--- config.mk ---
export PLATFORM = sky130hd
export DESIGN_NAME = lcd_top
export DESIGN_NICKNAME = d
export VERILOG_FILES = /design/src/lcd_pkg.sv /design/src/lcd_bus_fsm.sv /design/src/lcd_cmd_fifo.sv /design/src/lcd_top.sv /design/src/strobe_timer.sv /design/src/wb_lcd_regs.sv
export SDC_FILE = /design/constraint.sdc
export NUM_CORES = 1
export LEC_CHECK = 0
export BUFFER_PORTS_ARGS = -buffer_cell sky130_fd_sc_hd__clkbuf_2
export CAP_MARGIN = 20
export CORE_MARGIN = 3
export CORE_UTILIZATION = 61
export CTS_CLUSTER_SIZE = 16
export DETAILED_ROUTE_END_ITERATION = 10
export PLACE_DENSITY = 0.95
export SETUP_SLACK_MARGIN = 0.5
export SLEW_MARGIN = 10
export SYNTH_ARGS = -nofsm -noshare
export SYNTH_HDL_FRONTEND = slang
export SYNTH_SLANG_ARGS = --single-unit
--- constraint.sdc ---
create_clock -name hwclk -period 4.3 [get_ports hwclk]
set_input_delay 0.86 -clock hwclk [delete_from_list [all_inputs] [get_ports hwclk]]
set_output_delay 0.86 -clock hwclk [all_outputs]
set_load 0.005 [all_outputs]
--- src/lcd_pkg.sv ---
package lcd_pkg;

  // widths that carry a meaning
  // one byte on the display data pins
  typedef logic [7:0]  lcd_byte_t;
  // register word address
  typedef logic [1:0]  wb_addr_t;
  typedef logic [31:0] wb_data_t;
  // phase divisor, a phase lasts divisor + 1 cycles
  typedef logic [7:0]  div_t;
  // fifo fill count, 0 to 8
  typedef logic [3:0]  fifo_cnt_t;

  // one queued byte, is_data is the dcx level
  typedef struct packed {
    logic      is_data;
    lcd_byte_t value;
  } lcd_entry_t;

  // display bus outputs, rdx is tied off at the top
  typedef struct packed {
    logic      csx;
    logic      dcx;
    logic      wrx;
    lcd_byte_t data;
  } lcd_pins_t;

  // write cycle phases
  typedef enum logic [1:0] {
    idle,
    setup,
    strobe,
    hold
  } bus_state_t;

  // register map
  localparam wb_addr_t addr_cmd    = 2'd0;
  localparam wb_addr_t addr_data   = 2'd1;
  localparam wb_addr_t addr_status = 2'd2;
  localparam wb_addr_t addr_div    = 2'd3;

  // busy flag sits just above the count in status
  localparam int stat_busy_bit = 4;

  // reset defaults
  localparam div_t       div_reset   = 8'd4;
  localparam int         fifo_depth  = 8;
  localparam lcd_entry_t entry_reset = '{is_data: 1'b0, value: 8'h00};
  localparam lcd_pins_t  pins_reset  = '{csx: 1'b1, dcx: 1'b0, wrx: 1'b1, data: 8'h00};

endpackage

--- src/lcd_bus_fsm.sv ---
module lcd_bus_fsm (
  input  logic                hwclk,
  input  logic                reset,
  // fifo read side
  input  logic                empty,
  input  lcd_pkg::lcd_entry_t pop_entry,
  output logic                pop,
  // phase timer
  output logic                load,
  input  logic                phase_done,
  // status and pins
  output logic                busy,
  output lcd_pkg::lcd_pins_t  pins
);

  import lcd_pkg::*;

  bus_state_t state_q;
  bus_state_t state_d;
  // byte currently on the bus
  lcd_entry_t entry_q;
  lcd_entry_t entry_d;
  lcd_pins_t  pins_q;

  // next state, pop and phase loads
  always_comb begin
    state_d = state_q;
    entry_d = entry_q;
    pop     = 1'b0;
    load    = 1'b0;
    case (state_q)
      idle: begin
        // take the head entry and start setup
        if (!empty) begin
          pop     = 1'b1;
          load    = 1'b1;
          entry_d = pop_entry;
          state_d = setup;
        end
      end
      setup: begin
        if (phase_done) begin
          load    = 1'b1;
          state_d = strobe;
        end
      end
      strobe: begin
        // wrx rises on leaving strobe, display latches here
        if (phase_done) begin
          load    = 1'b1;
          state_d = hold;
        end
      end
      hold: begin
        if (phase_done) begin
          if (!empty) begin
            // back to back, csx stays low
            pop     = 1'b1;
            load    = 1'b1;
            entry_d = pop_entry;
            state_d = setup;
          end else begin
            state_d = idle;
          end
        end
      end
      default: begin
        state_d = idle;
      end
    endcase
  end

  always_ff @(posedge hwclk, posedge reset) begin
    if (reset) begin
      state_q <= idle;
      entry_q <= entry_reset;
    end else begin
      state_q <= state_d;
      entry_q <= entry_d;
    end
  end

  // pins registered from next state so they switch with the state
  always_ff @(posedge hwclk, posedge reset) begin
    if (reset) begin
      pins_q <= pins_reset;
    end else begin
      pins_q.csx  <= (state_d == idle);
      pins_q.wrx  <= (state_d != strobe);
      // dcx and data hold their last value while idle
      pins_q.dcx  <= entry_d.is_data;
      pins_q.data <= entry_d.value;
    end
  end

  assign pins = pins_q;
  assign busy = (state_q != idle);

  // a write strobe never happens with the display deselected
  assert property (@(posedge hwclk) disable iff (reset) !pins.wrx |-> !pins.csx);

endmodule

--- src/lcd_cmd_fifo.sv ---
module lcd_cmd_fifo #(
  parameter int DEPTH = lcd_pkg::fifo_depth
) (
  input  logic                hwclk,
  input  logic                reset,
  input  logic                push,
  input  lcd_pkg::lcd_entry_t push_entry,
  input  logic                pop,
  output lcd_pkg::lcd_entry_t pop_entry,
  output logic                full,
  output logic                empty,
  output lcd_pkg::fifo_cnt_t  count
);

  import lcd_pkg::*;

  // entry storage, power of two deep so pointers wrap on their own
  lcd_entry_t mem [DEPTH];

  logic [$clog2(DEPTH)-1:0] wr_ptr_q;
  logic [$clog2(DEPTH)-1:0] rd_ptr_q;
  fifo_cnt_t                count_q;

  // storage write, no reset on the array
  always_ff @(posedge hwclk) begin
    if (push) begin
      mem[wr_ptr_q] <= push_entry;
    end
  end

  // pointers and fill count
  always_ff @(posedge hwclk, posedge reset) begin
    if (reset) begin
      wr_ptr_q <= '0;
      rd_ptr_q <= '0;
      count_q  <= '0;
    end else begin
      if (push) begin
        wr_ptr_q <= wr_ptr_q + 1'b1;
      end
      if (pop) begin
        rd_ptr_q <= rd_ptr_q + 1'b1;
      end
      // simultaneous push and pop leaves count as is
      case ({push, pop})
        2'b10:   count_q <= count_q + 1'b1;
        2'b01:   count_q <= count_q - 1'b1;
        default: count_q <= count_q;
      endcase
    end
  end

  // head of queue, valid whenever not empty
  assign pop_entry = mem[rd_ptr_q];

  assign full  = (count_q == fifo_cnt_t'(DEPTH));
  assign empty = (count_q == '0);
  assign count = count_q;

  // writers hold off on full, the reader only takes when something is queued
  assert property (@(posedge hwclk) disable iff (reset) !(push && full));
  assert property (@(posedge hwclk) disable iff (reset) !(pop && empty));

endmodule

--- src/lcd_top.sv ---
module lcd_top (
  input  logic                hwclk,
  input  logic                reset,
  // wishbone classic slave
  input  logic                wb_cyc,
  input  logic                wb_stb,
  input  logic                wb_we,
  input  lcd_pkg::wb_addr_t   wb_adr,
  input  lcd_pkg::wb_data_t   wb_dat_w,
  output lcd_pkg::wb_data_t   wb_dat_r,
  output logic                wb_ack,
  // 8080 style display bus
  output logic                lcd_csx,
  output logic                lcd_dcx,
  output logic                lcd_wrx,
  output logic                lcd_rdx,
  output lcd_pkg::lcd_byte_t  lcd_data
);

  import lcd_pkg::*;

  // regs to fifo
  logic       push;
  lcd_entry_t push_entry;
  logic       full;
  fifo_cnt_t  count;
  // fifo to fsm
  logic       pop;
  lcd_entry_t pop_entry;
  logic       empty;
  // pacing
  div_t       divisor;
  logic       load;
  logic       phase_done;
  logic       busy;
  lcd_pins_t  pins;

  wb_lcd_regs u_regs (
    .hwclk      (hwclk),
    .reset      (reset),
    .wb_cyc     (wb_cyc),
    .wb_stb     (wb_stb),
    .wb_we      (wb_we),
    .wb_adr     (wb_adr),
    .wb_dat_w   (wb_dat_w),
    .wb_dat_r   (wb_dat_r),
    .wb_ack     (wb_ack),
    .push       (push),
    .push_entry (push_entry),
    .full       (full),
    .count      (count),
    .busy       (busy),
    .divisor    (divisor)
  );

  lcd_cmd_fifo #(
    .DEPTH (fifo_depth)
  ) u_fifo (
    .hwclk      (hwclk),
    .reset      (reset),
    .push       (push),
    .push_entry (push_entry),
    .pop        (pop),
    .pop_entry  (pop_entry),
    .full       (full),
    .empty      (empty),
    .count      (count)
  );

  strobe_timer u_timer (
    .hwclk      (hwclk),
    .reset      (reset),
    .load       (load),
    .divisor    (divisor),
    .phase_done (phase_done)
  );

  lcd_bus_fsm u_fsm (
    .hwclk      (hwclk),
    .reset      (reset),
    .empty      (empty),
    .pop_entry  (pop_entry),
    .pop        (pop),
    .load       (load),
    .phase_done (phase_done),
    .busy       (busy),
    .pins       (pins)
  );

  assign lcd_csx  = pins.csx;
  assign lcd_dcx  = pins.dcx;
  assign lcd_wrx  = pins.wrx;
  assign lcd_data = pins.data;
  // write-only bus, read strobe parked inactive
  assign lcd_rdx  = 1'b1;

endmodule

--- src/strobe_timer.sv ---
module strobe_timer (
  input  logic          hwclk,
  input  logic          reset,
  input  logic          load,
  input  lcd_pkg::div_t divisor,
  output logic          phase_done
);

  import lcd_pkg::*;

  // remaining cycles in the current phase
  div_t cnt_q;
  // set by load and cleared when the phase ends
  logic active_q;

  always_ff @(posedge hwclk, posedge reset) begin
    if (reset) begin
      cnt_q    <= '0;
      active_q <= 1'b0;
    end else if (load) begin
      // divisor sampled only here so a new value waits for the next phase
      cnt_q    <= divisor;
      active_q <= 1'b1;
    end else if (active_q) begin
      if (cnt_q == '0) begin
        // phase over and quiet until the next load
        active_q <= 1'b0;
      end else begin
        cnt_q <= cnt_q - 1'b1;
      end
    end
  end

  // last cycle of the phase
  // a load in the same cycle starts the next phase back to back
  assign phase_done = active_q && (cnt_q == '0);

endmodule

--- src/wb_lcd_regs.sv ---
module wb_lcd_regs (
  input  logic                hwclk,
  input  logic                reset,
  // wishbone classic slave
  input  logic                wb_cyc,
  input  logic                wb_stb,
  input  logic                wb_we,
  input  lcd_pkg::wb_addr_t   wb_adr,
  input  lcd_pkg::wb_data_t   wb_dat_w,
  output lcd_pkg::wb_data_t   wb_dat_r,
  output logic                wb_ack,
  // queue side
  output logic                push,
  output lcd_pkg::lcd_entry_t push_entry,
  input  logic                full,
  input  lcd_pkg::fifo_cnt_t  count,
  // status and pacing
  input  logic                busy,
  output lcd_pkg::div_t       divisor
);

  import lcd_pkg::*;

  logic     ack_q;
  wb_data_t dat_r_q;
  div_t     div_q;

  // request masked during the ack cycle so one access acts once
  logic     req;
  // write aimed at the command or data queue
  logic     queue_wr;
  // access that completes without waiting on the fifo
  logic     plain_acc;
  logic     div_wr;
  wb_data_t rd_mux;

  assign req       = wb_cyc && wb_stb && !ack_q;
  assign queue_wr  = wb_we && ((wb_adr == addr_cmd) || (wb_adr == addr_data));
  assign plain_acc = req && !queue_wr;
  assign div_wr    = plain_acc && wb_we && (wb_adr == addr_div);

  // push once space exists and hold back ack until then
  assign push = req && queue_wr && !full;

  // dcx level follows the address used
  assign push_entry.is_data = (wb_adr == addr_data);
  assign push_entry.value   = wb_dat_w[$bits(lcd_byte_t)-1:0];

  // read data mux with write-only addresses reading as zero
  always_comb begin
    rd_mux = '0;
    case (wb_adr)
      addr_status: begin
        rd_mux[$bits(fifo_cnt_t)-1:0] = count;
        rd_mux[stat_busy_bit]         = busy;
      end
      addr_div: begin
        rd_mux[$bits(div_t)-1:0] = div_q;
      end
      default: begin
        rd_mux = '0;
      end
    endcase
  end

  // one-cycle registered ack
  // queue writes ack the cycle after the push and everything else on the next cycle
  always_ff @(posedge hwclk, posedge reset) begin
    if (reset) begin
      ack_q   <= 1'b0;
      dat_r_q <= '0;
    end else begin
      ack_q <= push || plain_acc;
      if (plain_acc && !wb_we) begin
        dat_r_q <= rd_mux;
      end
    end
  end

  // divisor register while status writes are acked and dropped
  always_ff @(posedge hwclk, posedge reset) begin
    if (reset) begin
      div_q <= div_reset;
    end else if (div_wr) begin
      div_q <= wb_dat_w[$bits(div_t)-1:0];
    end
  end

  assign wb_ack   = ack_q;
  assign wb_dat_r = dat_r_q;
  assign divisor  = div_q;

  // master holds the request until it sees ack
  assert property (@(posedge hwclk) disable iff (reset) wb_ack |-> (wb_cyc && wb_stb));

endmodule
Word level (Yosys, flattened, before mapping)
Memories as Yosys holds them, arrays and structs flattened.
Cells that the tools add are included.
W data, S select, Z words.
{"block": "word_totals", "register_bits": 49, "ram_bits": 72, "in_bits": 39, "output_inout_bits": 45, "word_cells": 84, "memories": 1}
{"block": "classes", "addsub": 5, "n_eq_ne": 12, "muxes": 25, "reduce_logical": 28}
{"memory": "u_fifo.mem", "words": 8, "word_bits": 9, "read_ports": 1, "rd_ports_with_merged_regs": 0, "wr": 1, "line_no": "lcd_cmd_fifo.sv:18", "rtl": "lcd_entry_t mem [DEPTH];"}
{"operator": "$mux W8", "count": 3}
{"operator": "$mux W9", "count": 2}
{"operator": "$pmux W9 S2", "count": 1}
{"operator": "$eq A2 B2 Y1 const B", "count": 5}
{"operator": "$logic_and A1 B1 Y1", "count": 10}
{"operator": "$pmux W5 S2", "count": 1}
{"operator": "$mux W1", "count": 9}
{"operator": "$logic_not A8 Y1", "count": 1}
{"operator": "$mux W2", "count": 4}
{"operator": "$pmux W2 S4", "count": 1}
{"operator": "$pmux W4 S2", "count": 1}
{"operator": "$reduce_bool A2 Y1", "count": 4}
{"operator": "$sub A8 B1 Y8 const B", "count": 1}
{"operator": "$add A3 B1 Y3 const B", "count": 2}
{"operator": "$eq A2 B1 Y1 const B", "count": 3}
{"operator": "$logic_not A2 Y1", "count": 3}
{"operator": "$ne A2 B2 Y1 const B", "count": 3}
{"operator": "$add A4 B1 Y4 const B", "count": 1}
{"operator": "$eq A4 B4 Y1 const B", "count": 1}
{"operator": "$logic_not A1 Y1", "count": 4}
{"operator": "$logic_not A4 Y1", "count": 1}
{"operator": "$reduce_and A2 Y1", "count": 2}
{"operator": "$sub A4 B1 Y4 const B", "count": 1}
{"operator": "$mux W3", "count": 1}
{"operator": "other kinds (4)", "count": 5}

Logic depth before layout (Yosys ltp)
{"block": "logic_depth", "ltp_word": 7, "depth_mapped": 12, "depth_no_buf": 12}

By module
A second synthesis with hierarchy kept.
{"block": "unflattened", "cells_unflattened": 375, "hier_area_um2": 5695.5}
{"module": "lcd_cmd_fifo", "n_inst": 1, "cells_per_inst": 165, "area_each_um2": 3430.8, "seq_area_each_um2": 2412.3}
{"module": "wb_lcd_regs", "n_inst": 1, "cells_per_inst": 94, "area_each_um2": 1007.2, "seq_area_each_um2": 426.7}
{"module": "lcd_bus_fsm", "n_inst": 1, "cells_per_inst": 51, "area_each_um2": 669.4, "seq_area_each_um2": 327.8}
{"module": "strobe_timer", "n_inst": 1, "cells_per_inst": 63, "area_each_um2": 576.8, "seq_area_each_um2": 225.2}
{"module": "lcd_top", "n_inst": 1, "cells_per_inst": 2, "area_each_um2": 11.3, "seq_area_each_um2": 0.0}

Worst setup path before layout
Ideal clock, no wire load.
{"block": "synth_path", "path_type": "input port to flip-flop", "from": "in wb_adr[1]", "to": "mem u_fifo.mem[0][0] in the netlist's numbering (enable)", "setup_ns": 0.399, "arrival_time_ns": 2.556, "required_time_ns": 3.901, "setup_slack_ns": 1.345, "path_stages": 4, "path_buffers": 0, "path_cell_list": "nand2b_1 > nor3_1 > clkinv_1 > nor4_1"}
{"block": "synth_via", "elab_chain_len": 7, "elab_cells_between_ends": 8, "cone_classes": "1 x eq/ne; 2 x mux; 5 x reduce/logical"}
{"element": "start: declaration", "line_no": "lcd_top.sv:8", "rtl": "input lcd_pkg::wb_addr_t wb_adr,"}
{"element": "$eq A2 B1 Y1 or $logic_not A2 Y1 (tied branches)", "line_no": "wb_lcd_regs.sv:38", "rtl": "assign queue_wr = wb_we && ((wb_adr == addr_cmd) || (wb_adr == addr_data));"}
{"element": "$logic_or A1 B1 Y1 *", "line_no": "wb_lcd_regs.sv:38"}
{"element": "$logic_and A1 B1 Y1 *", "line_no": "wb_lcd_regs.sv:38"}
{"element": "$logic_and A1 B1 Y1 * (2 in series)", "line_no": "wb_lcd_regs.sv:43", "rtl": "assign push = req && queue_wr && !full;"}
{"element": "$mux W1 *", "line_no": "lcd_cmd_fifo.sv:26", "rtl": "if (push) begin"}
{"element": "$mux W1 (not written as such) *", "line_no": "lcd_cmd_fifo.sv:27", "rtl": "mem[wr_ptr_q] <= push_entry;"}
{"element": "end: declaration", "line_no": "lcd_cmd_fifo.sv:18"}
Every way passes the cells marked *; elsewhere a longest branch is shown, timed or not.

Worst setup path in the final report
{"block": "layout_path", "from": "reg u_timer.cnt_q[0]", "to": "reg u_fifo.count_q[2], in the netlist u_fifo.count[2]"}
{"block": "layout_via", "elab_chain_len": 6, "elab_cells_between_ends": 8, "cone_classes": "2 x eq/ne; 3 x mux; 3 x reduce/logical"}
{"element": "start: declaration", "line_no": "strobe_timer.sv:12", "rtl": "div_t cnt_q;"}
{"element": "start signal: assignment", "line_no": "strobe_timer.sv:22", "rtl": "cnt_q <= divisor;"}
{"element": "start signal: assignment", "line_no": "strobe_timer.sv:29", "rtl": "cnt_q <= cnt_q - 1'b1;"}
{"element": "$logic_not A8 Y1 *", "line_no": "strobe_timer.sv:36", "rtl": "assign phase_done = active_q && (cnt_q == '0);"}
{"element": "$logic_and A1 B1 Y1 *", "line_no": "strobe_timer.sv:36"}
{"element": "$mux W1 *", "line_no": "lcd_bus_fsm.sv:55", "rtl": "if (phase_done) begin"}
{"element": "$pmux W1 S2 *", "line_no": "lcd_bus_fsm.sv:31", "rtl": "case (state_q)"}
{"element": "via pop", "line_no": "lcd_top.sv:28", "rtl": "logic pop;"}
{"element": "$eq A2 B1 Y1 or $eq A2 B2 Y1 (tied branches)", "line_no": "lcd_cmd_fifo.sv:45", "rtl": "case ({push, pop})"}
{"element": "$pmux W4 S2 or $reduce_bool A2 Y1 (tied branches)"}
{"element": "end signal: assignment", "line_no": "lcd_cmd_fifo.sv:46", "rtl": "2'b10: count_q <= count_q + 1'b1;"}
{"element": "end signal: assignment", "line_no": "lcd_cmd_fifo.sv:47", "rtl": "2'b01: count_q <= count_q - 1'b1;"}
{"element": "end signal: assignment", "line_no": "lcd_cmd_fifo.sv:48", "rtl": "default: count_q <= count_q;"}
{"element": "end: declaration", "line_no": "lcd_cmd_fifo.sv:22", "rtl": "fifo_cnt_t count_q;"}
Mark *: on every way through the listed nets, which the timed path passes. The rest lies on a longest branch.
A chain may end at the register's enable or synchronous reset.

==> flow_summary.toml <==
[clock_network]
numCtsBuffers = 17
cts_setup_buffers = 0
postCtsHoldBufs = 0
cts_tree = "yes"
cts.repair.resized = 0
cts-htree-levels = 4
cts_sinks = 121
cts_buffer_depth = 2
ctsRootBufferMaster = "clkbuf_8"
clkTransAtPathRegs_ns = 0.06
insertion_delay_ns = 0.52

[floorplanning]
io_pins = 84
dieArea_sq_um = 10230
die_height_um = 101.2
die_x_um = 101.2
core_area_sq_um = 8763
rows = 34
initial_core_util = 0.6302

[pwr]
total_power_mw = 4.678
p_leak_nw = 2.482
powerDensity_nw_per_um2 = 743.9
ir_worst_vdd_v = 0.0003441

[hold_path]
hp-class = "in2async"

[timing]
worst_pin_slew_ns = 1.136
relSlewSlack = 0.2400
finalCritPeriodShare = 0.7391
fmax_mhz = 314.7
finalSetupViolCount = 0
hold_viol = 0
period_minus_slack_ns = 3.178
skew_ns = 0.006380
setup_tns_ns = 0
rsz0062_at_grt = "false"
drv_slew = 0

[synthesis]
ys_types = 58
ys_top_cells_by_area = "edfxtp_1, dfrtp_1, mux4_2"
synth_top_area_frac = 0.3915
synth_seq_cells = 121
synth-async-reset-ratio = 0.4050
synth_area_per_cell_sq_um = 15.05
syn_inst = 367
synth_area_leader_cell = "edfxtp_1"
synthesis.area_sq_um = 5523
ys_seq_area_frac = 0.6142
synth_common_cells = "edfxtp_1, dfrtp_1, buf_4, mux2_2, nand2_1"
ys.flop_type = "edfxtp_1"
synth_edf_count = 72
yosysWarnings = 0
synth.most_common_cell = "edfxtp_1"

[grt]
antenna_found_initial = 0
grt_max_degree = 50
grt.overflow.total = 0
track_usage = 0.2601
grt_pass1_wl_um = 19160
grt_pass1_vias = 3416

[finish]
final_layout_size_suffix_gt1_frac = 0.3144
design_area_sq_um = 6289
antenna_cells = 0
final_core_util = 0.7176
syn2layout_area_growth_pct = 13.86
fin_nets = 461

[place]
place.gp.congestion = 0.9187
place_hpwl_um = 7528
dpl-instance-area_sq_um = 5693
io_buffers = 34

[run]
drv_cap = 0

[drt]
wl_um = 12550
viasPerCell = 6.424
drc = 0
drtIter0Drc = 384
vias = 3411
drt-pass1-iter-count = 5
avgRoutedWirePerCell_um = 23.64
detail-route-antenna-nets = 0

[setup_path]
worst_setup_path_start_kind = "flop"
cp.required_ns = 4.70
rr_worst_depth = 12
critPathKind = "reg2reg"
cp-end-kind = "flop"
crit_arrival_ns = 3.57
worst-path-max-fanout = 8

[status]
status = "complete, no violations"
==> through the flow <==
step / worst slack, ns / hold slack (ns) / std cells
5_1_grt: 0.9091 / 0.4319 / 531
3_5_place_dp: 1.021 / 0.4714 / 498
4_1_cts: 1.155 / 0.4883 / 530
6_report: 1.122 / 0.3946 / 531
2_1_floorplan: 1.345 / 0.4726 / 390
3_3_place_gp: 1.089 / 0.4632 / 498
==> state kept, by name (all words and copies together), names as in the netlist <==
name,flops
u_fsm.pins,2
u_timer.cnt_q,8
u_fifo.rd_ptr_q,3
u_regs.wb_ack,1
u_fsm.state_q,2
u_fsm.entry_q,9
u_fifo.mem,72
u_regs.wb_dat_r,8
u_regs.divisor,8
u_fifo.wr_ptr_q,3
u_fifo.count,4
u_timer.active_q,1
==> critical path: stages (launching register included) <==
cell and delay [ns]:
dfrtp_1 0.42, inv_1 0.18, ha_1 0.22, nor3b_2 0.48
a41oi_1 0.24, nor3_2 0.37, ha_1 0.34, xor2_1 0.11
ha_1 0.19, a21oi_1 0.14, xor2_1 0.16, nor2_1 0.06
xor2_1 0.14
==> cell type report <==
class | instances | area, sq um
fill | 494 | 2475
tap | 108 | 135.1
multi-input combinational | 218 | 1909
timing repair buffer | 41 | 242.7
sequential | 121 | 3392
clock inverter | 13 | 146.4
clock buffer | 19 | 421.7
inverter | 11 | 41.29
==> path summary, 6_finish.rpt <==
| check | slack, ns | start | end |
|---|---|---|---|
| worst max register to register | 1.12 | u_timer.cnt_q[0]$_DFFE_PP0P_ | u_fifo.count[2]$_DFFE_PP0P_ |
| worst max-delay path | 1.12 | u_timer.cnt_q[0]$_DFFE_PP0P_ | u_fifo.count[2]$_DFFE_PP0P_ |
| worst min-delay path | 0.39 | reset | u_timer.cnt_q[7]$_DFFE_PP0P_ |
| worst min register to register | 0.49 | u_regs.wb_dat_r[7]$_DFFE_PP0P_ | u_regs.wb_dat_r[7]$_DFFE_PP0P_ |
| max in group asynchronous | 3.35 | reset | u_fsm.entry_q[8]$_DFFE_PP0P_ |
| min in group hwclk | 0.49 | u_regs.wb_dat_r[7]$_DFFE_PP0P_ | u_regs.wb_dat_r[7]$_DFFE_PP0P_ |
==> power by group <==
part / internal (mW) / total, mW / switching, mW
logic: 0.813 / 1.56 / 0.742
registers: 1.44 / 1.76 / 0.322
clock network: 0.830 / 1.36 / 0.532
==> per-layer routing <==
layer  track usage  vias to the layer above  share of wire
met5             0                        -              0
met4        0.1524                        0          0.042
met3       0.06956                       54          0.079
met2        0.4085                      225           0.50
met1        0.3276                     1701           0.38
li1              -                     1431              -
==> cell families after synthesis <==
logic type,synth area share
XOR/XNOR,0.01427
adder cells (fa/ha/maj),0.02719
flip-flops,0.6142
AND/OR/NAND/NOR,0.07884
AO/OA/AOI/OAI,0.06253
buffers and inverters,0.05573
other,0.001360
multiplexers,0.1459
==> placed cells by master, fill, tap and decap left out, types with 7 or more instances in the layout <==
| cell | synthesis | routed |
|---|---|---|
| dfrtp_1 | 46 | 46 |
| nor2_1 | 14 | 14 |
| mux2_2 | 19 | 19 |
| ha_1 | 12 | 12 |
| mux2_4 | 9 | 9 |
| a21oi_1 | 12 | 12 |
| a221o_1 | 7 | 7 |
| nand2_1 | 19 | 19 |
| inv_1 | 10 | 9 |
| conb_1 | 2 | 25 |
| clkbuf_2 | 0 | 34 |
| o31ai_1 | 7 | 7 |
| mux4_2 | 18 | 18 |
| edfxtp_1 | 72 | 72 |
| clkbuf_16 | 0 | 16 |
Note: power is estimated with default switching activity, not from simulation.
